**config.mk**
```make
export PLATFORM = sky130hd
export DESIGN_NAME = rom_loader
export DESIGN_NICKNAME = d
export VERILOG_FILES = /design/src/verilog/mem_pkg.sv /design/src/verilog/rom_loader.sv
export VERILOG_INCLUDE_DIRS = /design/src /design/src/include
export SDC_FILE = /design/constraint.sdc
export NUM_CORES = 1
export LEC_CHECK = 0
export BUFFER_PORTS_ARGS = -buffer_cell sky130_fd_sc_hd__buf_2
export CELL_PAD_IN_SITES_DETAIL_PLACEMENT = 0
export CELL_PAD_IN_SITES_GLOBAL_PLACEMENT = 1
export CORE_UTILIZATION = 28
export DETAILED_ROUTE_END_ITERATION = 10
export HOLD_SLACK_MARGIN = 0.03
export MAX_ROUTING_LAYER = met4
export PLACE_DENSITY = 0.82
export SLEW_MARGIN = 20
export SYNTH_ARGS = -nofsm -noshare
export SYNTH_HDL_FRONTEND = slang
export SYNTH_SLANG_ARGS = --single-unit
```
**constraint.sdc**
```tcl
create_clock -name clk_sys -period 1.5 [get_ports clk_sys]
set_clock_uncertainty 0.1 [all_clocks]
set_input_delay 0.075 -clock clk_sys [delete_from_list [all_inputs] [get_ports clk_sys]]
set_output_delay 0.075 -clock clk_sys [all_outputs]
set_load 0.01 [all_outputs]
```
**src/include/svision_defs.svh**
```systemverilog
`ifndef SVISION_DEFS_SVH
`define SVISION_DEFS_SVH

// word address width of the cartridge ROM, 32K words
`define ROM_AW 15

// sample width of the core's audio channels
`define DAC_BITS 4

// PS/2 set-2 scan codes for the player controls
`define KEY_UP     8'h75
`define KEY_DOWN   8'h72
`define KEY_LEFT   8'h6B
`define KEY_RIGHT  8'h74
`define KEY_FIRE_A 8'h14 // ctrl
`define KEY_FIRE_B 8'h11 // alt
`define KEY_FIRE_C 8'h29 // space
`define KEY_FIRE_D 8'h12 // left shift

`endif

```
**src/verilog/mem_pkg.sv**
```systemverilog
`include "svision_defs.svh"

package mem_pkg;

	typedef logic [15:0] rom_word_t;
	typedef logic [`ROM_AW-1:0] rom_waddr_t;
	typedef logic [1:0] byte_en_t; // bit 0 low byte, bit 1 high byte

	localparam int rom_words = 2 ** `ROM_AW;

	localparam byte_en_t be_low  = 2'b01;
	localparam byte_en_t be_high = 2'b10;

endpackage

```
**src/verilog/rom_loader.sv**
```systemverilog
`timescale 1ns/1ps
`include "svision_defs.svh"

module rom_loader (
	input  logic                clk_sys,
	input  logic                rst_n,
	input  logic                ioctl_download,
	input  logic                ioctl_wr,
	input  logic [24:0]         ioctl_addr,
	input  logic [7:0]          ioctl_dout,
	input  logic                menu_reset,
	input  logic                button_reset,
	output logic                mem_we,
	output mem_pkg::rom_waddr_t mem_waddr,
	output mem_pkg::byte_en_t   mem_be,
	output mem_pkg::rom_word_t  mem_wdata,
	output logic                rom_loaded,
	output logic                core_reset
);
	import mem_pkg::*;

	logic download_d;
	logic download_fall;
	logic write_hit;

	assign write_hit     = ioctl_download & ioctl_wr; // strobes outside a download are dropped
	assign download_fall = download_d & ~ioctl_download;

	always_ff @(posedge clk_sys) begin
		if (!rst_n) begin
			mem_we <= 1'b0;
		end else begin
			mem_we <= write_hit;
		end
	end

	// each byte becomes one word write with a single lane enabled
	always_ff @(posedge clk_sys) begin
		if (write_hit) begin
			mem_waddr <= ioctl_addr[`ROM_AW:1];
			mem_be    <= ioctl_addr[0] ? be_high : be_low;
			mem_wdata <= {ioctl_dout, ioctl_dout}; // the enable picks the lane
		end
	end

	always_ff @(posedge clk_sys) begin
		if (!rst_n) begin
			download_d <= 1'b0;
		end else begin
			download_d <= ioctl_download;
		end
	end

	always_ff @(posedge clk_sys) begin
		if (!rst_n) begin
			rom_loaded <= 1'b0;
		end else if (download_fall) begin
			rom_loaded <= 1'b1; // sticky until the next board reset
		end
	end

	// the core stays in reset until an image is in memory
	always_ff @(posedge clk_sys) begin
		if (!rst_n) begin
			core_reset <= 1'b1;
		end else begin
			core_reset <= menu_reset | button_reset | ~rom_loaded;
		end
	end

endmodule

```
==> metrics <==
Antenna Nets Post-Route 0; Routed WL per cell 11.1 um; Primary FF master, synth edfxtp_1; final net count 178; total die area 3590 um2; Worst EP arrival 1.43 ns; Die Y 59.9 um; CTS buffer count 5; routed vias/inst 3.84; hold_buf cts 30; initial drt markers 11; worst-margin pin slew 0.135 ns; Fmax 751 MHz; RD Place Congestion 0.611; Tot GR Track Use 12.0%; dpl ws 0.550 ns; maximum root-to-sink buffer count 2; post_cts resized 0; number of global-route vias before repair 695; largest net degree at the start of global routing 26; CP Max Fanout 1; antenna cells 0; Post-CTS Setup Bufs 0; relative slew slack 91.0%; initial antenna violation count 0; Leakage Power 0.709 nW; CTS Sinks 29; DIE WIDTH 59.9 um; max-slew violation count 0; layout cells sized above 1 51.4%; Synth area leaders edfxtp_1 (80%), dfxtp_1 (8.5%), buf_4 (6.4%), and2_1 (1.3%), nand4bb_1 (1.2%); first-pass GRT wire length 2800 um; Worst-path clk slew 0.08 ns; drt pass-1 iters 2; Post-synth top cells edfxtp_1 (25), buf_4 (8), dfxtp_1 (4); register area share after synthesis 88.5%; Core Rows 20; max-cap violations 0; clock root cell clkbuf_4; Routed WL 2050 um; Post-synth ARST share 0%; CTS tree done; vias 706; synthesis-stage register bit count 29; critical path type in -> reg; Yosys Warn Count 0; Mapped Avg Cell Area 21.3 um2; Synth Instances 44; Starting Density 30.0%; Post-synth EDFFs 25; fin crit share 88.8%; status finished, final reports clean; I/O pin count 75; clk_lat worst skew 0.31 ns; Post-Syn Area 938 um2; grt ovf 0; Final Setup Violations 0; pwr dens 965 nW/um2; IO buf count 65; Core Area 3130 um2; DRC Markers 0; Area Growth Syn to Fin 73.6%; critical path required time 1.60 ns; count leader, synth edfxtp_1; Filler cells 272; synthesized net count 83; Yosys cell types 9; Crit. End Element register; RSZ-0062 raised after global routing no; Final Power 1.57 mW; post-DP HPWL 1380 um; setup ws final 0.168 ns; top cell type by total area after synthesis edfxtp_1; Worst Hold Class in -> reg; crit path launch type input pin; Max IR drop VDD 0.517 mV; Final Hold Fails 0; Final Critical Period 1.33 ns; H-tree depth 2; Setup TNS Final 0 ns; Synth top area share 80.0%
power by group:
part	internal, mW	switching [mW]
Combinational	0.125	0.0890
Clock	0.169	0.243
Sequential	0.931	0.0152
Total	1.22	0.347
per-stage QoR:
stage / std cells / hold WS, ns / cell area (um2) / utilization [%]
finish: 184 / 0.363 / 1630 / 52.1
global route: 184 / 0.339 / 1630 / 52.1
CTS: 184 / 0.334 / 1630 / 52.1
detailed placement: 146 / 0.154 / 1280 / 40.9
global placement: 146 / 0.155 / 1280 / 40.9
floorplan: 44 / 0.0706 / 938 / -
state kept, by name, summed over array words and instances, names as in the netlist:
name        cells
download_d      1
mem_waddr      15
mem_wdata       8
rom_loaded      1
mem_we          1
core_reset      1
mem_be          2
logic make-up after synthesis:
logic type	count (synthesis)	synth area share [%]
flip-flops	29	88.5
AND/OR/NAND/NOR	5	3.87
buffers and inverters	9	6.80
AO/OA/AOI/OAI	1	0.800
final cells by class:
cell class / instances / area (um2) / share of cell area (%)
Tap cell: 44 / 55.1 / 3.38
Clock buffer: 5 / 37.5 / 2.30
Timing Repair Buffer: 96 / 646 / 39.6
Multi-Input combinational cell: 6 / 43.8 / 2.69
Clock inverter: 3 / 12.5 / 0.768
Sequential cell: 29 / 831 / 51.0
Inverter: 1 / 3.75 / 0.230
worst max-delay path, cell delays in order:
cell           delay (ns)
dlygate4sd3_1        0.53
buf_2                0.12
nand4bb_1            0.15
dlygate4sd3_1        0.56
cell usage in the layout, fill, tap and decap left out:
master	n
dfxtp_1	4
inv_1	1
clkbuf_4	5
edfxtp_1	25
clkinv_1	2
and2_1	2
o21a_1	1
nand4bb_1	1
dlygate4sd3_1	30
nor2b_1	1
clkinv_2	1
buf_2	65
buf_12	1
and3_1	1
path summary, 6_finish.rpt:
path / endpoint / cells after the start / startpoint / slack, ns
setup reg to reg: core_reset / 2 / rom_loaded / 0.27
hold / removal: mem_waddr[3] / 2 / ioctl_addr[4] / 0.36
hold reg to reg: rom_loaded / 1 / rom_loaded / 0.41
setup / recovery: core_reset / 4 / button_reset / 0.17
metal layers:
metal	vias to the layer above	global-route usage, %	wire [um]
met5	-	-	0
met1	310	10.3	764
met3	0	6.71	219
met4	0	4.98	0
met2	54	21.3	1070
li1	342	-	-
Power figures use the tool's default switching activity.
