**config.mk**
```make
export PLATFORM = sky130hd
export DESIGN_NAME = sigma_delta_dac
export DESIGN_NICKNAME = d
export VERILOG_FILES = /design/src/verilog/sigma_delta_dac.sv
export VERILOG_INCLUDE_DIRS = /design/src /design/src/include
export SDC_FILE = /design/constraint.sdc
export NUM_CORES = 1
export LEC_CHECK = 0
export BUFFER_PORTS_ARGS = -buffer_cell sky130_fd_sc_hd__buf_2
export CORE_AREA = 2 2 39 41
export CTS_CLUSTER_DIAMETER = 40
export DETAILED_ROUTE_END_ITERATION = 16
export DIE_AREA = 0 0 41 43
export GPL_ROUTABILITY_DRIVEN = 0
export PLACE_DENSITY = 0.47
export SETUP_SLACK_MARGIN = 0.05
export SYNTH_ARGS = -nofsm -noshare
export SYNTH_HDL_FRONTEND = slang
export SYNTH_SLANG_ARGS = --single-unit
```
**constraint.sdc**
```tcl
create_clock -name clk_sys -period 1.4 [get_ports clk_sys]
set_clock_uncertainty 0.1 [all_clocks]
set_input_delay 0.07 -clock clk_sys [delete_from_list [all_inputs] [get_ports clk_sys]]
set_output_delay 0.07 -clock clk_sys [all_outputs]
set_load 0.02 [all_outputs]
```
**src/include/svision_defs.svh**
```systemverilog
`ifndef SVISION_DEFS_SVH
`define SVISION_DEFS_SVH

// word address width of the cartridge ROM, 32K words
`define ROM_AW 15

// sample width of the core's audio channels
`define DAC_BITS 4

// PS/2 set-2 scan codes for the player controls
`define KEY_UP     8'h75
`define KEY_DOWN   8'h72
`define KEY_LEFT   8'h6B
`define KEY_RIGHT  8'h74
`define KEY_FIRE_A 8'h14 // ctrl
`define KEY_FIRE_B 8'h11 // alt
`define KEY_FIRE_C 8'h29 // space
`define KEY_FIRE_D 8'h12 // left shift

`endif

```
**src/verilog/sigma_delta_dac.sv**
```systemverilog
`timescale 1ns/1ps
`include "svision_defs.svh"

module sigma_delta_dac #(
	parameter int width = `DAC_BITS
) (
	input  logic             clk_sys,
	input  logic             rst_n,
	input  logic [width-1:0] sample,
	output logic             dac_out
);

	logic [width:0] acc;
	logic [width:0] acc_next;

	// the carry of the previous sum is dropped before the next add
	assign acc_next = {1'b0, acc[width-1:0]} + {1'b0, sample};

	always_ff @(posedge clk_sys) begin
		if (!rst_n) begin
			acc <= '0;
		end else begin
			acc <= acc_next;
		end
	end

	// density of ones tracks sample / 2**width
	assign dac_out = acc[width];

endmodule

```
==> results.toml, run 1 <==
[floorplan]
coreArea_um2 = 1380
die_area_um2 = 1760
rows = 14
initial_core_util_pct = 19.7
die_y_um = 43
io_pins = 7
dieWidth_um = 41

[setup_path]
critPathMaxFanout = 2
cpMostUsedCell = "o21a_1"
slowest_delay_ps = 360
path_delay_family = "adder cells"
path_buf_inv = 1
critPathKind = "flop to flop"
cp.required_ps = 1480
critPathCaptureType = "flop"
critical-path-slowest-cell = "fa_2"
crit_chain = "ha_4 -> inv_2 -> fa_2 -> nor2b_4 -> o21a_1 -> o21a_1"
critPathArrivalTime_ps = 1450
startpoint_type = "flop"

[global_route]
grt_usage_pct = 9.14
grt_pass1_wl_um = 966
grt_pass1_vias = 225
antenna_found_initial = 0
grt_max_degree = 7
grt_overflow = 0
use_met2_pct = 13.1
met1_usage_pct = 8.36
grt_use_met3_pct = 8.90
grt.busiest_layer = "met2"

[synthesis]
yosysWarnings = 0
avgSynthCellArea_um2 = 10.9
syn_nets = 36
async_flop_share_pct = 0
netlist_area_um2 = 273
synth-edff-count = 0
ys_seq_elements = 5
synth_seq_area_share_pct = 36.7
synth_cells = 25
synthDistinctLibCells = 14
synthFlopType = "dfxtp_1"

[layout]
reg_top3 = "acc (5)"
nFillCells = 154
largest_reg_flops = 5
antennaDiodeCount = 0
final_util_pct = 27.5
final_nets = 48
drive_gt1_share_pct = 44.4
max_flop_register = "acc"
synthToLayoutAreaGrowth_pct = 39.4

[status]
status = "completed"

[hold_path]
hold_class = "primary input to flop"

[power]
leakage_uw = 0.000181
power_uw = 476
ir_drop_uv = 481
powerDensity_nw_per_um2 = 1250

[placed_design]
numPortBuffers = 6
dp_hpwl_um = 429

[routing]
viasPerCell = 3.92
drt_pass1_iterations = 1
drt_iter0_drc = 0
routed_wirelength_um = 534
antenna_left = 0
drc_errors = 0
wire_per_inst_um = 10.3
route.vias.total = 204

[timing]
clock.fmax_mhz = 732
period_share_pct = 97.6
rsz0062_at_grt = "true"
drv_slew = 0
period_needed_ps = 1370
tightest_slew_ps = 115
setup_viol = 0
tns_ps = 0
relSlewSlack_pct = 92.1
hold_viol = 0

[clock_network]
htree_num_levels = 1
cts_tree = "done"
cts.sinks = 5
root_buffer = "clkbuf_4"
cts.path.max_buffers = 2
clk_latency_ps = 240
cts_buffers = 3
clk_pin_slew_ps = 50
postCtsSetupBuffers = 0

[run]
max_cap_violations = 0
-- worst reg2reg max path, cell delays in order (launching register included) --
cell and delay [ps]:
dfxtp_2 330, ha_4 130, inv_2 40, fa_2 360
nor2b_4 130, o21a_1 130, o21a_1 100
-- where the power goes --
part           switching, uW  internal, uW
Combinational           61.5          69.8
Clock                   59.5           108
Sequential              9.58           168
-- cells in the mapped netlist (2+ instances only) --
| library cell | number | area (um2) |
|---|---|---|
| nor2b_1 | 2 | 12.5 |
| o21a_1 | 2 | 15.0 |
| inv_1 | 3 | 11.3 |
| ha_1 | 4 | 50.1 |
| dfxtp_1 | 5 | 100 |
-- layout make-up --
class,count,area [um2],area share [%]
multi-input cells,17,181,47.7
inverters,3,11.3,2.96
well taps,16,20.0,5.26
flip-flops and latches,5,101,26.6
clock buffers,4,26.3,6.91
repair buffers,7,40.0,10.5
-- cell usage in the layout (no fill, tap or decap), drive strengths merged --
cell type    synthesis  routed
dlygate4sd3          0       1
fa                   1       1
ha                   4       4
nor3b                1       1
a21o                 1       1
dfxtp                5       5
nor2b                3       3
nand2                1       1
a21oi                1       1
and2                 1       1
clkbuf               0       4
nand2b               1       1
buf                  0       6
o21a                 2       2
mux2i                1       1
inv                  3       3
-- metrics by stage --
stage | hold slack (ps) | std cells | area (um2) | worst slack [ps]
after detailed placement | 254 | 47 | 325 | -40.9
after global routing | 79.1 | 52 | 380 | -39.1
final | 85.0 | 52 | 380 | 33.4
after floorplan | 87.5 | 25 | 275 | 97.6
after global placement | 250 | 47 | 325 | 51.9
after CTS | 70.8 | 52 | 375 | 6.42
-- layer usage --
layer  share of wire, %  up-vias
met1                 36       92
li1                   -      104
met2                 53        8
met4                  0        0
met3                 10        0
met5                  0        -
-- kinds of logic after synthesis --
family / count (synthesis) / synth area share, %
buffers and inverters: 3 / 4.13
AND/OR/NAND/NOR: 7 / 18.3
AO/OA/AOI/OAI: 4 / 11.5
multiplexers: 1 / 3.67
adder cells (fa/ha/maj): 5 / 25.7
flip-flops: 5 / 36.7
-- path summary, 6_finish.rpt --
kind	startpoint	end	slack [ps]	depth (start not counted)
min reg2reg	acc[0]	acc[0]	470	2
max	acc[0]	acc[4]	30	6
max reg2reg	acc[0]	acc[4]	30	6
min	sample[0]	acc[0]	90	3
-- what timing repair did --
item,4_1_cts,5_1_grt
endpoints found under the setup margin,2,2
hold buffers,1,0
pin swaps,2,0
gates resized for setup,4,1
endpoints found under the hold margin,3,0
(Power assumes the default switching activity.)
==> inputs of run 2 (changes only) <==
--- a/config.mk
+++ b/config.mk
@@ -7,10 +7,10 @@
 export NUM_CORES = 1
 export LEC_CHECK = 0
 export BUFFER_PORTS_ARGS = -buffer_cell sky130_fd_sc_hd__buf_2
-export CORE_AREA = 2 2 39 41
+export CORE_AREA = 5 5 42 44
 export CTS_CLUSTER_DIAMETER = 40
 export DETAILED_ROUTE_END_ITERATION = 16
-export DIE_AREA = 0 0 41 43
+export DIE_AREA = 0 0 47 49
 export GPL_ROUTABILITY_DRIVEN = 0
 export PLACE_DENSITY = 0.47
 export SETUP_SLACK_MARGIN = 0.05
==> run 2 against run 1 <==
First-iteration DRC count did not move. Via count rose by 2.9%. Cell area rose by 0.99%. Core utilization fell by 0.076 points. Routed wire length rose by 1.3%. Clock power barely moved. Maximum frequency fell by 1.8%. Count of clock-buffer cells in the layout did not move. Critical endpoint unchanged.
==> results.toml, run 2 (synthesis gave the netlist of run 1 again) <==
[floorplan]
die_y_um = 49
initial_core_util_pct = 19.5
coreArea_um2 = 1400
dieWidth_um = 47
rows = 14
io_pins = 7
die_area_um2 = 2300

[setup_path]
crit_cells = 6
critPathArrivalTime_ps = 1480
path_delay_family = "adder cells"
ff2ff_setup_slack_ps = 8
critPathMaxFanout = 2
critical-path-slowest-cell = "fa_2"
startpoint_type = "flop"
critPathKind = "flop to flop"
critPathCaptureType = "flop"
path_buf_inv = 1
r2r-end = "acc[4]"
cpMostUsedCell = "o21a_1"
cp.required_ps = 1480
startpoint = "acc[0]"
crit_chain = "ha_2 -> inv_2 -> fa_2 -> nor2b_4 -> o21a_1 -> o21a_1"
slowest_delay_ps = 350
r2r-start = "acc[0]"
r2r_cells = 6
crit_path_end = "acc[4]"

[clock_network]
cts.path.max_buffers = 2
htree_num_levels = 1
clk_pin_slew_ps = 50
cts.sinks = 5
root_buffer = "clkbuf_4"
clk_latency_ps = 240
cts_tree = "done"
cts_buffers = 3

[routing]
viasPerCell = 3.89
route.vias.total = 210
wire_per_inst_um = 10.0
drt_iter0_drc = 0
routed_wirelength_um = 541
antenna_left = 0
drc_errors = 0
drt_pass1_iterations = 1

[power]
pwr-share-seq_pct = 36.6
combPwrFrac_pct = 28.2
leakage_uw = 0.000190
swShare_pct = 27.2
power.share.clock_pct = 35.2
powerDensity_nw_per_um2 = 1250
ir_drop_uv = 467
power.switching_uw = 130
p_int_uw = 348
power_uw = 478

[layout]
nFillCells = 163
drive_gt1_share_pct = 44.7
synthToLayoutAreaGrowth_pct = 40.8
largest_reg_flops = 5
layout_common_cells = "6 x buf_2, 5 x dfxtp_1, 3 x ha_1, 3 x clkbuf_4"
final_nets = 50
reg_top3 = "acc (5)"
final_common_cell = "buf_2"
antennaDiodeCount = 0
layout.cells.non_filler = 54
final_area_um2 = 384
max_flop_register = "acc"

[global_route]
grt_pass1_vias = 230
grt_pass1_wl_um = 931
grt_usage_pct = 6.14
antenna_found_initial = 0
grt_max_degree = 7
grt_overflow = 0

[timing]
period_share_pct = 99.4
clock.fmax_mhz = 719
tightest_slew_ps = 111
hold_viol = 0
relSlewSlack_pct = 92.4
rsz0062_at_grt = "true"
setup_viol = 0
period_needed_ps = 1390
hold-worst-slack_ps = 78.5
drv_slew = 0
timing.final.ws_setup_ps = 8.42

[placed_design]
numPortBuffers = 6
dp_hpwl_um = 376
post_dp_cell_area_um2 = 325
pre_cts_ws_ps = 11.5
dp.cells = 47

[status]
status = "completed"

[run]
max_cap_violations = 0

[hold_path]
hold_class = "primary input to flop"
run 2: through the flow:
step	util, %	setup TNS (ps)
2_1_floorplan	-	0
3_3_place_gp	23.2	0
3_5_place_dp	23.2	0
4_1_cts	26.5	0
5_1_grt	27.4	-80.4
6_report	27.4	0
run 2: worst reg2reg max path, cell delays in order (launching register included):
cell and delay (ps):
dfxtp_1 310, ha_2 180, inv_2 40, fa_2 350, nor2b_4 130, o21a_1 130
o21a_1 100
run 2: per-layer routing:
layer  wire [um]  up-vias  global-route usage, %
met5           0        -                      0
met4           0        0                   5.53
met3          44        0                   4.80
met2         255        7                   6.56
met1         241       95                   7.30
li1            -      108                      -
run 2: layout make-up:
| class | count | area [um2] | area share [%] |
|---|---|---|---|
| inverter | 3 | 11.3 | 2.93 |
| multi-input combinational | 17 | 171 | 44.6 |
| clock buffer | 4 | 26.3 | 6.84 |
| sequential | 5 | 100 | 26.1 |
| tap | 16 | 20.0 | 5.21 |
| timing repair buffer | 9 | 55.1 | 14.3 |
run 2: worst min path at each step:
| stage | to | slack (ps) | cells past startpoint | from |
|---|---|---|---|---|
| after floorplan | acc[4] | 90 | 1 | rst_n |
| after global placement | acc[4] | 240 | 2 | rst_n |
| after detailed placement | acc[4] | 250 | 2 | rst_n |
| after CTS | acc[0] | 70 | 3 | sample[0] |
| after global routing | acc[0] | 90 | 3 | sample[0] |
| final | acc[0] | 80 | 3 | sample[0] |
run 2: power groups by stage:
stage | sequential, uW | clock [uW] | combinational (uW)
2_1_floorplan | 181 | 0 | 87.2
5_1_grt | 178 | 184 | 154
6_report | 175 | 168 | 135
3_5_place_dp | 178 | 0 | 121
4_1_cts | 176 | 181 | 128
3_3_place_gp | 176 | 0 | 114
run 2: repair_timing:
item / in CTS / in global routing
gates resized for setup: 2 / 1
endpoints found under the hold margin: 1 / 0
pin swaps: 1 / 1
hold buffers: 1 / 0
endpoints found under the setup margin: 2 / 2
setup buffers: 1 / 1
==> inputs of run 3 (changes only) <==
--- a/config.mk
+++ b/config.mk
@@ -7,12 +7,14 @@
 export NUM_CORES = 1
 export LEC_CHECK = 0
 export BUFFER_PORTS_ARGS = -buffer_cell sky130_fd_sc_hd__buf_2
+export CELL_PAD_IN_SITES_DETAIL_PLACEMENT = 0
+export CELL_PAD_IN_SITES_GLOBAL_PLACEMENT = 1
 export CORE_AREA = 5 5 42 44
 export CTS_CLUSTER_DIAMETER = 40
 export DETAILED_ROUTE_END_ITERATION = 16
 export DIE_AREA = 0 0 47 49
 export GPL_ROUTABILITY_DRIVEN = 0
-export PLACE_DENSITY = 0.47
+export PLACE_DENSITY = 0.55
 export SETUP_SLACK_MARGIN = 0.05
 export SYNTH_ARGS = -nofsm -noshare
 export SYNTH_HDL_FRONTEND = slang
==> constraint.sdc (replaced) <==
create_clock -name clk_sys -period 1.4 [get_ports clk_sys]
set_clock_uncertainty 0.1 [all_clocks]
set_input_delay 0.28 -clock clk_sys [delete_from_list [all_inputs] [get_ports clk_sys]]
set_output_delay 0.28 -clock clk_sys [all_outputs]
set_load 0.02 [all_outputs]
==> run 3 against run 2 <==
Critical path depth unchanged. Core utilization up 0.089 points. Sequential share of layout area rose by 0.24 points. Maximum frequency up 4.3%. Sequential power is essentially flat. Via count is 1.9% lower. Routed wire length is 11% lower. Cell area grew 0.33%. Global-route usage shrank 0.28 points. Register-to-register slack better by 60 ps. Flip-flop and latch count unchanged.
==> results.toml, run 3 (synthesis gave the netlist of run 1 again) <==
[clock_network]
cts_buffers = 3
holdBufCountCts = 0
clk_latency_ps = 250
clk_pin_slew_ps = 50
cts_tree = "done"
cts.sinks = 5
cts.path.max_buffers = 2
htree_num_levels = 1
root_buffer = "clkbuf_4"

[floorplan]
dieWidth_um = 47
initial_core_util_pct = 19.5
rows = 14
die_area_um2 = 2300
die_y_um = 49
coreArea_um2 = 1400
io_pins = 7

[routing]
viasPerCell = 3.89
drt_pass1_iterations = 2
drt_iter0_drc = 3
antenna_left = 0
wire_per_inst_um = 9.13
route.vias.total = 206
routed_wirelength_um = 484
drc_errors = 0

[placed_design]
numPortBuffers = 6

[timing]
period_share_pct = 95.3
relSlewSlack_pct = 92.1
tightest_slew_ps = 115
hold-worst-slack_ps = 212
rsz0062_at_grt = "true"
setup_viol = 0
hold_viol = 0
drv_slew = 0
clock.fmax_mhz = 749
period_needed_ps = 1330

[global_route]
grt_overflow = 0
antenna_found_initial = 0
grt_usage_pct = 5.86
grt.busiest_layer = "met3"
use_met2_pct = 7.24
grt_pass1_vias = 206
grt_max_degree = 7
grt_pass1_wl_um = 869
met1_usage_pct = 5.54
grt_use_met3_pct = 7.38

[layout]
layout_common_cells = "6 x buf_2, 4 x dfxtp_1, 3 x ha_1, 3 x clkbuf_4"
final_common_cell = "buf_2"
max_flop_register = "acc"
largest_reg_flops = 5
synthToLayoutAreaGrowth_pct = 41.3
reg_top3 = "acc (5)"
drive_gt1_share_pct = 48.6
antennaDiodeCount = 0
final_nets = 49

[power]
powerDensity_nw_per_um2 = 1270
power_uw = 489
leakage_uw = 0.000187
ir_drop_uv = 502

[setup_path]
critPathCaptureType = "flop"
cp.required_ps = 1490
startpoint_type = "flop"
critPathKind = "flop to flop"
critPathMaxFanout = 2
critPathArrivalTime_ps = 1430

[run]
max_cap_violations = 0

[hold_path]
hold_class = "primary input to flop"

[status]
status = "completed"
==> run 3: critical path, cell delays in order (launching register included) <==
cell,delay [ps]
dfxtp_2,330
ha_4,130
inv_2,30
fa_2,350
nor2b_4,120
o21a_1,120
o21a_1,90
==> run 3: cell type report <==
| cell class | count | area [um2] |
|---|---|---|
| multi-input combinational | 17 | 181 |
| tap | 16 | 20.0 |
| fill | 157 | 1020 |
| timing repair buffer | 8 | 45.0 |
| inverter | 3 | 11.3 |
| sequential | 5 | 101 |
| clock buffer | 4 | 26.3 |
==> run 3: timing repair <==
item	in CTS	in global routing
gates resized for setup	4	1
pin swaps	3	3
endpoints found under the setup margin	2	2
buffers inserted	0	1
==> run 3: power breakdown <==
| part | internal, uW | switching (uW) | total [uW] |
|---|---|---|---|
| Clock | 108 | 66.4 | 175 |
| Sequential | 168 | 8.71 | 176 |
| Combinational | 76.6 | 61.7 | 138 |
| Total | 353 | 137 | 489 |
==> run 3: final timing paths <==
path	start	end	slack [ps]	cells after the start
worst max register to register	acc[0]	acc[4]	70	6
worst min-delay path	rst_n	acc[4]	210	2
worst min register to register	acc[0]	acc[0]	470	2
worst max-delay path	acc[0]	acc[4]	70	6
==> run 3: stage by stage <==
stage	area (um2)	std cells	setup slack (ps)	setup TNS, ps	util, %
after CTS	373	52	23.0	0	26.6
after detailed placement	333	48	-49.2	-97.5	23.8
final	385	53	65.5	0	27.5
after global placement	333	48	-59.9	-103	23.8
after floorplan	275	25	97.6	0	-
after global routing	385	53	21.5	0	27.5
==> run 3: layer usage <==
metal  share of wire (%)  vias up
met3                  14        0
met4                   0        0
met1                  40       92
li1                    -      106
met2                  46        8
met5                   0        -
