File: config.mk
export PLATFORM = sky130hd
export DESIGN_NAME = input_mapper
export DESIGN_NICKNAME = d
export VERILOG_FILES = /design/src/verilog/input_pkg.sv /design/src/verilog/input_mapper.sv
export VERILOG_INCLUDE_DIRS = /design/src /design/src/include
export SDC_FILE = /design/constraint.sdc
export NUM_CORES = 1
export LEC_CHECK = 0
export ABC_AREA = 1
export ABC_CLOCK_PERIOD_IN_PS = 1650
export BUFFER_PORTS_ARGS = -buffer_cell sky130_fd_sc_hd__clkbuf_2
export CAP_MARGIN = 20
export CORE_MARGIN = 4
export CORE_UTILIZATION = 36
export DETAILED_ROUTE_END_ITERATION = 6
export HOLD_SLACK_MARGIN = 0.03
export PLACE_DENSITY = 0.92
export SYNTH_ARGS = -nofsm -noshare
export SYNTH_HDL_FRONTEND = slang
export SYNTH_SLANG_ARGS = --single-unit
File: constraint.sdc
create_clock -name clk_sys -period 1.65 [get_ports clk_sys]
set_input_delay 0.0825 -clock clk_sys [delete_from_list [all_inputs] [get_ports clk_sys]]
set_output_delay 0.0825 -clock clk_sys [all_outputs]
set_load 0.02 [all_outputs]
File: src/include/svision_defs.svh
`ifndef SVISION_DEFS_SVH
`define SVISION_DEFS_SVH

// word address width of the cartridge ROM, 32K words
`define ROM_AW 15

// sample width of the core's audio channels
`define DAC_BITS 4

// PS/2 set-2 scan codes for the player controls
`define KEY_UP     8'h75
`define KEY_DOWN   8'h72
`define KEY_LEFT   8'h6B
`define KEY_RIGHT  8'h74
`define KEY_FIRE_A 8'h14 // ctrl
`define KEY_FIRE_B 8'h11 // alt
`define KEY_FIRE_C 8'h29 // space
`define KEY_FIRE_D 8'h12 // left shift

`endif

File: src/verilog/input_pkg.sv
package input_pkg;

	typedef logic [31:0] joy_word_t;
	typedef logic [7:0] key_code_t;
	typedef logic [7:0] player_buttons_t;

	// bit positions in the joystick word from the host, upper bits are unused
	localparam int joy_right  = 0;
	localparam int joy_left   = 1;
	localparam int joy_down   = 2;
	localparam int joy_up     = 3;
	localparam int joy_fire_a = 4;
	localparam int joy_fire_b = 5;
	localparam int joy_fire_c = 6;
	localparam int joy_fire_d = 7;

	// bit positions in the button vector that the core expects
	localparam int btn_right  = 0;
	localparam int btn_left   = 1;
	localparam int btn_down   = 2;
	localparam int btn_up     = 3;
	localparam int btn_fire_d = 4;
	localparam int btn_fire_c = 5;
	localparam int btn_fire_b = 6;
	localparam int btn_fire_a = 7;

endpackage

File: src/verilog/input_mapper.sv
`timescale 1ns/1ps
`include "svision_defs.svh"

module input_mapper (
	input  logic                        clk_sys,
	input  logic                        rst_n,
	input  logic                        key_strobe,
	input  logic                        key_pressed,
	input  input_pkg::key_code_t        key_code,
	input  input_pkg::joy_word_t        joystick_0,
	input  input_pkg::joy_word_t        joystick_1,
	input  logic                        joyswap,
	output input_pkg::player_buttons_t  player_buttons
);
	import input_pkg::*;

	player_buttons_t key_state;
	player_buttons_t joy_buttons;
	joy_word_t       sel_joy;

	// key bits are held in the same layout as the player buttons
	always_ff @(posedge clk_sys) begin
		if (!rst_n) begin
			key_state <= '0;
		end else if (key_strobe) begin
			case (key_code)
				`KEY_UP:     key_state[btn_up]     <= key_pressed;
				`KEY_DOWN:   key_state[btn_down]   <= key_pressed;
				`KEY_LEFT:   key_state[btn_left]   <= key_pressed;
				`KEY_RIGHT:  key_state[btn_right]  <= key_pressed;
				`KEY_FIRE_A: key_state[btn_fire_a] <= key_pressed;
				`KEY_FIRE_B: key_state[btn_fire_b] <= key_pressed;
				`KEY_FIRE_C: key_state[btn_fire_c] <= key_pressed;
				`KEY_FIRE_D: key_state[btn_fire_d] <= key_pressed;
				default:     key_state <= key_state; // other keys are ignored
			endcase
		end
	end

	// host joystick order differs from the core's button order
	always_comb begin
		sel_joy = joyswap ? joystick_1 : joystick_0;
		joy_buttons = '0;
		joy_buttons[btn_right]  = sel_joy[joy_right];
		joy_buttons[btn_left]   = sel_joy[joy_left];
		joy_buttons[btn_down]   = sel_joy[joy_down];
		joy_buttons[btn_up]     = sel_joy[joy_up];
		joy_buttons[btn_fire_a] = sel_joy[joy_fire_a];
		joy_buttons[btn_fire_b] = sel_joy[joy_fire_b];
		joy_buttons[btn_fire_c] = sel_joy[joy_fire_c];
		joy_buttons[btn_fire_d] = sel_joy[joy_fire_d];
	end

	always_ff @(posedge clk_sys) begin
		if (!rst_n) begin
			player_buttons <= '0;
		end else begin
			player_buttons <= key_state | joy_buttons;
		end
	end

endmodule

==> results of run 1 <==
## per-stage QoR
step                      instance area, um2  power [uW]  utilization [%]  worst slack [ns]
final                                   1030       785.2            50.93            0.8016
after global routing                    1030       823.1            50.93            0.7633
after CTS                               1030       791.7            50.93            0.7921
after detailed placement               993.5       543.1            49.13            0.7781
after global placement                 993.5       540.3            49.13            0.8076
after floorplan                        795.8       485.5                -            0.9890
## power by group
part | leakage [uW] | switching, uW | total, uW | internal [uW]
clock network | 0.0000210 | 118 | 252 | 134
registers | 0.000131 | 2.94 | 402 | 399
logic | 0.000436 | 78.2 | 131 | 53.1
total | 0.000588 | 199 | 785 | 586
## final timing paths
path | depth (start not counted) | end | from
worst min register to register | 2 | player_buttons[3]$_SDFF_PN0_ | key_state[3]$_SDFFE_PN0P_
worst max register to register | 2 | key_state[5]$_SDFFE_PN0P_ | key_state[5]$_SDFFE_PN0P_
worst min-delay path | 3 | key_state[2]$_SDFFE_PN0P_ | key_pressed
worst max-delay path | 1 | player_buttons[6] | player_buttons[6]$_SDFF_PN0_
## state kept, by name, indices dropped and copies added, names as in the netlist
register        count
key_state           8
player_buttons      8
## per-layer routing
layer  GRT usage [%]  vias to the layer above
met5               0                        -
met4           8.502                        0
met3           2.145                        4
li1                -                      452
met2           18.31                       46
met1           14.89                      313
## synth_stat cells, drive strengths merged
master	number	area share, %
o21ai	16	10
inv	25	12
a21oi	7	4.4
nand2	28	14
clkbuf	1	0.63
buf	1	1.4
nand3	9	6.3
dfxtp	16	40
nor2	20	12
## cell families (layout without fill, tap and decap cells)
| logic type | Yosys count | after routing | share of synthesized area, % |
|---|---|---|---|
| flops | 16 | 16 | 40.25 |
| compound gates | 23 | 23 | 14.47 |
| simple gates | 57 | 57 | 31.45 |
| buf+inv | 27 | 65 | 13.84 |
## cell type report
cell class	instances	area share (%)
clock buffer	4	3.524
inverter	25	9.113
multi-input combinational	80	35.48
sequential	16	31.11
tap	27	3.281
timing repair buffer	36	17.50
==> impl_metrics.env, run 1 <==
export IMPL_synth_cells=123
export IMPL_cp_arrival_ns=0.77
export IMPL_drive_above_1_share_pct=27.95
export IMPL_rsz0062_at_grt="false"
export IMPL_regToRegSetupSlack_ns=1.04
export IMPL_final_common_cell="clkbuf_2"
export IMPL_fp_row_count=16
export IMPL_cts_buffers=3
export IMPL_ys_warn_count=0
export IMPL_hold_path_class="primary input to register"
export IMPL_multi_input_area_um2=365.4
export IMPL_dp_cells=184
export IMPL_slew_viol_final=0
export IMPL_postCtsSetupBuffers=0
export IMPL_cp_max_fo=1
export IMPL_ir_drop_uv=308.1
export IMPL_synth_cell_types=13
export IMPL_worstMarginPinSlew_ns=0.2815
export IMPL_synth_area_um2=795.8
export IMPL_track_usage_pct=11.93
export IMPL_path_class="register to primary output"
export IMPL_crit_path_top_delay_cell="dfxtp_1"
export IMPL_grt_pass1_vias=634
export IMPL_drt_first_pass_iters=4
export IMPL_worst_hold_slack_ns=0.02979
export IMPL_ant_nets=0
export IMPL_slew_headroom_pct=81.23
export IMPL_top_layer_used="met4"
export IMPL_clock_path_buffers=2
export IMPL_cts_tree="built"
export IMPL_power_leakage_uw=0.0005882
export IMPL_dieArea_um2=3027
export IMPL_hold_violations=0
export IMPL_wl_per_cell_um=8.894
export IMPL_cts_root_buf="clkbuf_4"
export IMPL_ys_ff_latch=16
export IMPL_initialDrtViolationCount=12
export IMPL_path_cells="clkbuf_2"
export IMPL_setup_violations=0
export IMPL_clk_pin_slew_ns=0.09
export IMPL_cts_repair_resized=0
export IMPL_fin_crit_ns=0.8484
export IMPL_skew_ns=0.003722
export IMPL_grt_start_max_net_pins=17
export IMPL_vias=815
export IMPL_wl_met1_um=778
export IMPL_stdcell_count=188
export IMPL_antenna_cells=0
export IMPL_vias_per_cell=4.335
export IMPL_drc_errors=0
export IMPL_hold_buffers=0
export IMPL_cp_end_kind="primary output"
export IMPL_period_share_pct=51.42
export IMPL_areaGrowthSynthToFinish_pct=29.40
export IMPL_post_dp_hpwl_um=1350
export IMPL_setup_tns_ns=0
export IMPL_cts_sinks=16
export IMPL_die_h_um=55.02
export IMPL_fill_cells=221
export IMPL_final_cell_mix="clkbuf_2, nand2_1, inv_1, nor2_1"
export IMPL_route_met2_wl_um=598
export IMPL_nNetsFinal=239
export IMPL_syn_avg_cell_area_um2=6.470
export IMPL_portBuffers=36
export IMPL_ys_seq_area_share_pct=40.25
export IMPL_die_x_um=55.02
export IMPL_core_um2=2022
export IMPL_ios=85
export IMPL_cp_start_kind="register"
export IMPL_clk_latency_ns=0.28
export IMPL_critPathTopFamily="flip-flops"
export IMPL_register_area_um2=320.3
export IMPL_wirelength_um=1672
export IMPL_pwr_density_cell_nw_per_um2=762.5
export IMPL_max_freq_mhz=1179
export IMPL_syn_num_nets=200
export IMPL_grt_pass1_wl_um=2580
export IMPL_cp_num_buf_inv=1
export IMPL_cp_required_ns=1.57
export IMPL_place_congestion=0.7673
export IMPL_wl_met3_um=257
export IMPL_antenna_found_initial=0
export IMPL_initial_core_util_pct=39.36
export IMPL_maxCapViolCount=0
export IMPL_overflow=0
export IMPL_slowest_delay_ns=0.32
export IMPL_status="complete, no violations"
export IMPL_htree_levels=1
Note: power is estimated with default switching activity, not from simulation.
==> inputs of run 2 (changes only) <==
Settings changed: ABC_CLOCK_PERIOD_IN_PS 1650 to 800, CORE_UTILIZATION 36 to 34, PLACE_DENSITY 0.92 to 0.88.
Clock period 1.65 ns to 0.8 ns, I/O delays scaled along.
==> impl_metrics.env, run 2 (synthesis results as in run 1) <==
export IMPL_fp_row_count=17
export IMPL_drc_errors=0
export IMPL_seqPwrFrac_pct=54.1
export IMPL_vias=815
export IMPL_grt_start_max_net_pins=17
export IMPL_hold_violations=0
export IMPL_dp_cells=185
export IMPL_setup_tns_ns=0
export IMPL_place_congestion=0.7829
export IMPL_dieArea_um2=3179
export IMPL_place_ws_ns=-0.01741
export IMPL_clk_pin_slew_ns=0.08
export IMPL_cp_max_fo=1
export IMPL_period_share_pct=97.44
export IMPL_htree_levels=1
export IMPL_cp_num_buf_inv=1
export IMPL_wl_per_cell_um=8.640
export IMPL_max_freq_mhz=1283
export IMPL_portBuffers=36
export IMPL_pwr_share_comb_pct=19.8
export IMPL_slew_headroom_pct=81.01
export IMPL_track_usage_pct=10.95
export IMPL_grt_pass1_vias=738
export IMPL_nNetsFinal=240
export IMPL_p_int_uw=1148
export IMPL_core_um2=2212
export IMPL_cts_tree="built"
export IMPL_hold_path_class="primary input to register"
export IMPL_ios=85
export IMPL_critPathTopFamily="flip-flops"
export IMPL_cp_arrival_ns=0.74
export IMPL_worst_hold_slack_ns=0.05490
export IMPL_status="complete, no violations"
export IMPL_final_cell_mix="clkbuf_2, nand2_1, inv_1, nor2_1, o21ai_1"
export IMPL_pwr_density_cell_nw_per_um2=1413
export IMPL_antenna_found_initial=0
export IMPL_maxCapViolCount=0
export IMPL_drive_above_1_share_pct=31.68
export IMPL_crit_path_top_delay_cell="dfxtp_2"
export IMPL_stdcell_count=189
export IMPL_power_leakage_uw=0.0006039
export IMPL_fin_crit_ns=0.7796
export IMPL_p_sw_share_pct=25.80
export IMPL_overflow=0
export IMPL_ir_drop_uv=683.7
export IMPL_post_dp_hpwl_um=1330
export IMPL_die_h_um=56.38
export IMPL_grt_pass1_wl_um=2822
export IMPL_skew_ns=0.0003460
export IMPL_pwr_share_clk_pct=26.0
export IMPL_clk_latency_ns=0.28
export IMPL_wirelength_um=1633
export IMPL_reg_largest_list="key_state (8), player_buttons (8)"
export IMPL_fin_util_pct=49.49
export IMPL_cp_required_ns=0.76
export IMPL_initial_core_util_pct=35.97
export IMPL_worstMarginPinSlew_ns=0.2848
export IMPL_drt_first_pass_iters=4
export IMPL_setup_violations=0
export IMPL_initialDrtViolationCount=19
export IMPL_cts_root_buf="clkbuf_4"
export IMPL_final_common_cell="clkbuf_2"
export IMPL_setup_slack_ns=0.02044
export IMPL_die_x_um=56.38
export IMPL_cp_depth=1
export IMPL_reg2regPathDepth=4
export IMPL_p_sw_uw=399.1
export IMPL_slowest_delay_ns=0.32
export IMPL_ant_nets=0
export IMPL_cp_start_kind="register"
export IMPL_areaGrowthSynthToFinish_pct=37.58
export IMPL_vias_per_cell=4.312
export IMPL_path_cells="clkbuf_8"
export IMPL_antenna_cells=0
export IMPL_cp_end_kind="primary output"
export IMPL_slew_viol_final=0
export IMPL_path_class="register to primary output"
export IMPL_min_path_cells=5
export IMPL_cts_buffers=3
export IMPL_clock_path_buffers=2
export IMPL_cts_sinks=16
export IMPL_rsz0062_at_grt="false"
## run 2: metrics by stage
step | power (uW) | instance area [um2]
2_1_floorplan | 1001 | 795.8
3_3_place_gp | 1115 | 994.7
3_5_place_dp | 1120 | 994.7
4_1_cts | 1553 | 1069
5_1_grt | 1634 | 1095
6_report | 1547 | 1095
## run 2: final timing paths
check | start | endpoint | slack, ns
max | player_buttons[7]$_SDFF_PN0_ | player_buttons[7] | 0.02
min | joystick_1[2] | player_buttons[2]$_SDFF_PN0_ | 0.05
max reg2reg | key_state[2]$_SDFFE_PN0P_ | key_state[2]$_SDFFE_PN0P_ | 0.20
min reg2reg | key_state[2]$_SDFFE_PN0P_ | player_buttons[2]$_SDFF_PN0_ | 0.46
## run 2: power groups by stage
stage	registers [uW]	logic [uW]	clock network, uW
6_report	838	307	403
5_1_grt	841	347	445
4_1_cts	831	298	424
3_5_place_dp	847	272	0
3_3_place_gp	847	268	0
2_1_floorplan	881	121	0
## run 2: layer usage
metal	wire length, um	GRT usage (%)	up-vias
met3	152	2.069	2
li1	-	-	458
met4	17	7.119	0
met1	750	13.55	322
met2	712	17.20	33
met5	0	0	-
## run 2: area by class of cell
cell class,instances,area [um2]
Timing Repair Buffer,37,249.0
Fill cell,226,1117
Clock buffer,3,22.52
Inverter,25,93.84
Tap cell,28,35.03
Sequential cell,16,329.1
Multi-Input combinational cell,80,365.4
## run 2: timing repair
action | 4_1_cts | 5_1_grt
hold buffers | 1 | 0
endpoints found under the setup margin | 6 | 7
endpoints found under the hold margin | 1 | 0
setup buffers | 0 | 0
gates resized for setup | 11 | 17
## run 2: worst register-to-register path, stage by stage, from the launching register on
cell and delay, ns:
dfxtp_1 0.33, inv_1 0.04, nand2_1 0.05, nand2_1 0.04, nor2_1 0.08
==> inputs of run 3 (changes only) <==
Settings changed: CORE_MARGIN 4 to default.
==> impl_metrics.env, run 3 (synthesis results as in run 1) <==
export IMPL_status="complete, no violations"
export IMPL_maxCapViolCount=0
export IMPL_cts_tree="built"
export IMPL_post_dp_hpwl_um=1229
export IMPL_p_sw_share_pct=25.49
export IMPL_fin_util_pct=49.15
export IMPL_grt_pass1_wl_um=2766
export IMPL_clk_pin_slew_ns=0.10
export IMPL_track_usage_pct=14.09
export IMPL_vias_per_cell=4.442
export IMPL_clock_path_buffers=2
export IMPL_critPathTopFamily="flip-flops"
export IMPL_design_area_um2=1087
export IMPL_areaGrowthSynthToFinish_pct=36.63
export IMPL_pwr_share_clk_pct=31.8
export IMPL_setup_slack_ns=0.01942
export IMPL_multi_input_area_um2=365.4
export IMPL_cp_max_fo=1
export IMPL_grt_pass1_vias=708
export IMPL_drc_errors=0
export IMPL_nNetsFinal=240
export IMPL_ant_nets=0
export IMPL_rsz0062_at_grt="true"
export IMPL_postCtsSetupBuffers=0
export IMPL_drt_first_pass_iters=4
export IMPL_wl_per_cell_um=8.668
export IMPL_final_common_cell="clkbuf_2"
export IMPL_grtUsageMet1_pct=17.84
export IMPL_setup_violations=0
export IMPL_htree_levels=1
export IMPL_pwr_density_cell_nw_per_um2=1532
export IMPL_antenna_found_initial=0
export IMPL_vias=844
export IMPL_path_class="register to primary output"
export IMPL_portBuffers=36
export IMPL_fin_crit_ns=0.7806
export IMPL_skew_ns=0.004932
export IMPL_p_sw_uw=424.4
export IMPL_register_area_um2=324.1
export IMPL_core_um2=2212
export IMPL_cp_end_kind="primary output"
export IMPL_power_leakage_uw=0.0006055
export IMPL_p_int_uw=1241
export IMPL_ir_drop_uv=675.0
export IMPL_cts_root_buf="clkbuf_4"
export IMPL_regToRegSetupSlack_ns=0.17
export IMPL_cp_start_kind="register"
export IMPL_cts_sinks=16
export IMPL_initialDrtViolationCount=36
export IMPL_pwr_share_comb_pct=18.1
export IMPL_slew_viol_final=0
export IMPL_clk_latency_ns=0.28
export IMPL_met3_usage_pct=0.9091
export IMPL_power_uw=1665
export IMPL_cp_required_ns=0.76
export IMPL_dieArea_um2=2538
export IMPL_fill_cells=242
export IMPL_slowest_delay_ns=0.34
export IMPL_reg_largest_list="key_state (8), player_buttons (8)"
export IMPL_hold_violations=0
export IMPL_placedInstanceArea_um2=994.7
export IMPL_fp_row_count=17
export IMPL_max_freq_mhz=1281
export IMPL_top_usage_layer="met2"
export IMPL_antenna_cells=0
export IMPL_die_x_um=50.38
export IMPL_overflow=0
export IMPL_grt_start_max_net_pins=17
export IMPL_hold_path_class="primary input to register"
export IMPL_slew_headroom_pct=80.82
export IMPL_grt_use_met2_pct=24.00
export IMPL_cp_arrival_ns=0.74
export IMPL_crit_path_top_delay_cell="dfxtp_2"
export IMPL_die_h_um=50.38
export IMPL_place_ws_ns=-0.01446
export IMPL_path_cells="buf_8"
export IMPL_cts_buffers=3
export IMPL_period_share_pct=97.57
export IMPL_final_cell_mix="clkbuf_2, nand2_1, inv_1, nor2_1, o21ai_1"
export IMPL_seqPwrFrac_pct=50.1
export IMPL_place_congestion=0.8222
export IMPL_worstMarginPinSlew_ns=0.2878
export IMPL_drive_above_1_share_pct=29.63
export IMPL_ios=85
export IMPL_cp_num_buf_inv=1
export IMPL_wirelength_um=1647
export IMPL_initial_core_util_pct=35.97
run 3: path summary, 6_finish.rpt:
check,start,to,cells past startpoint
worst max register to register,key_state[2]$_SDFFE_PN0P_,key_state[2]$_SDFFE_PN0P_,4
worst min register to register,key_state[2]$_SDFFE_PN0P_,player_buttons[2]$_SDFF_PN0_,2
worst min-delay path,joystick_1[2],player_buttons[2]$_SDFF_PN0_,5
worst max-delay path,player_buttons[7]$_SDFF_PN0_,player_buttons[7],1
run 3: layer usage:
| layer | wire length (um) | vias up |
|---|---|---|
| met4 | 18 | 0 |
| met2 | 752 | 43 |
| li1 | - | 455 |
| met3 | 115 | 2 |
| met5 | 0 | - |
| met1 | 760 | 344 |
run 3: repair_timing:
item | in CTS | in global routing
cloned | 0 | 0
setup endpoints to repair | 7 | 8
endpoints found under the hold margin | 1 | 0
pin swaps | 0 | 0
hold buffers | 1 | 0
resized for setup | 11 | 11
run 3: area by class of cell:
| cell class | instances | share of cell area, % |
|---|---|---|
| multi-input combinational | 80 | 33.60 |
| clock buffer | 4 | 3.337 |
| sequential | 16 | 29.80 |
| inverter | 25 | 8.631 |
| tap | 28 | 3.222 |
| timing repair buffer | 37 | 21.40 |
run 3: metrics by stage:
| stage | hold slack, ns | std cells | TNS (ns) |
|---|---|---|---|
| floorplan | 0.1608 | 123 | 0 |
| global placement | 0.2907 | 185 | 0 |
| detailed placement | 0.3011 | 185 | -0.02029 |
| CTS | 0.05651 | 190 | 0 |
| global route | 0.08539 | 190 | -0.02199 |
| finish | 0.05542 | 190 | 0 |
run 3: power groups by stage:
| stage | Combinational, uW | Sequential [uW] | Clock, uW |
|---|---|---|---|
| 2_1_floorplan | 121 | 881 | 0 |
| 3_3_place_gp | 267 | 847 | 0 |
| 3_5_place_dp | 272 | 847 | 0 |
| 4_1_cts | 296 | 830 | 542 |
| 5_1_grt | 338 | 838 | 574 |
| 6_report | 301 | 834 | 529 |
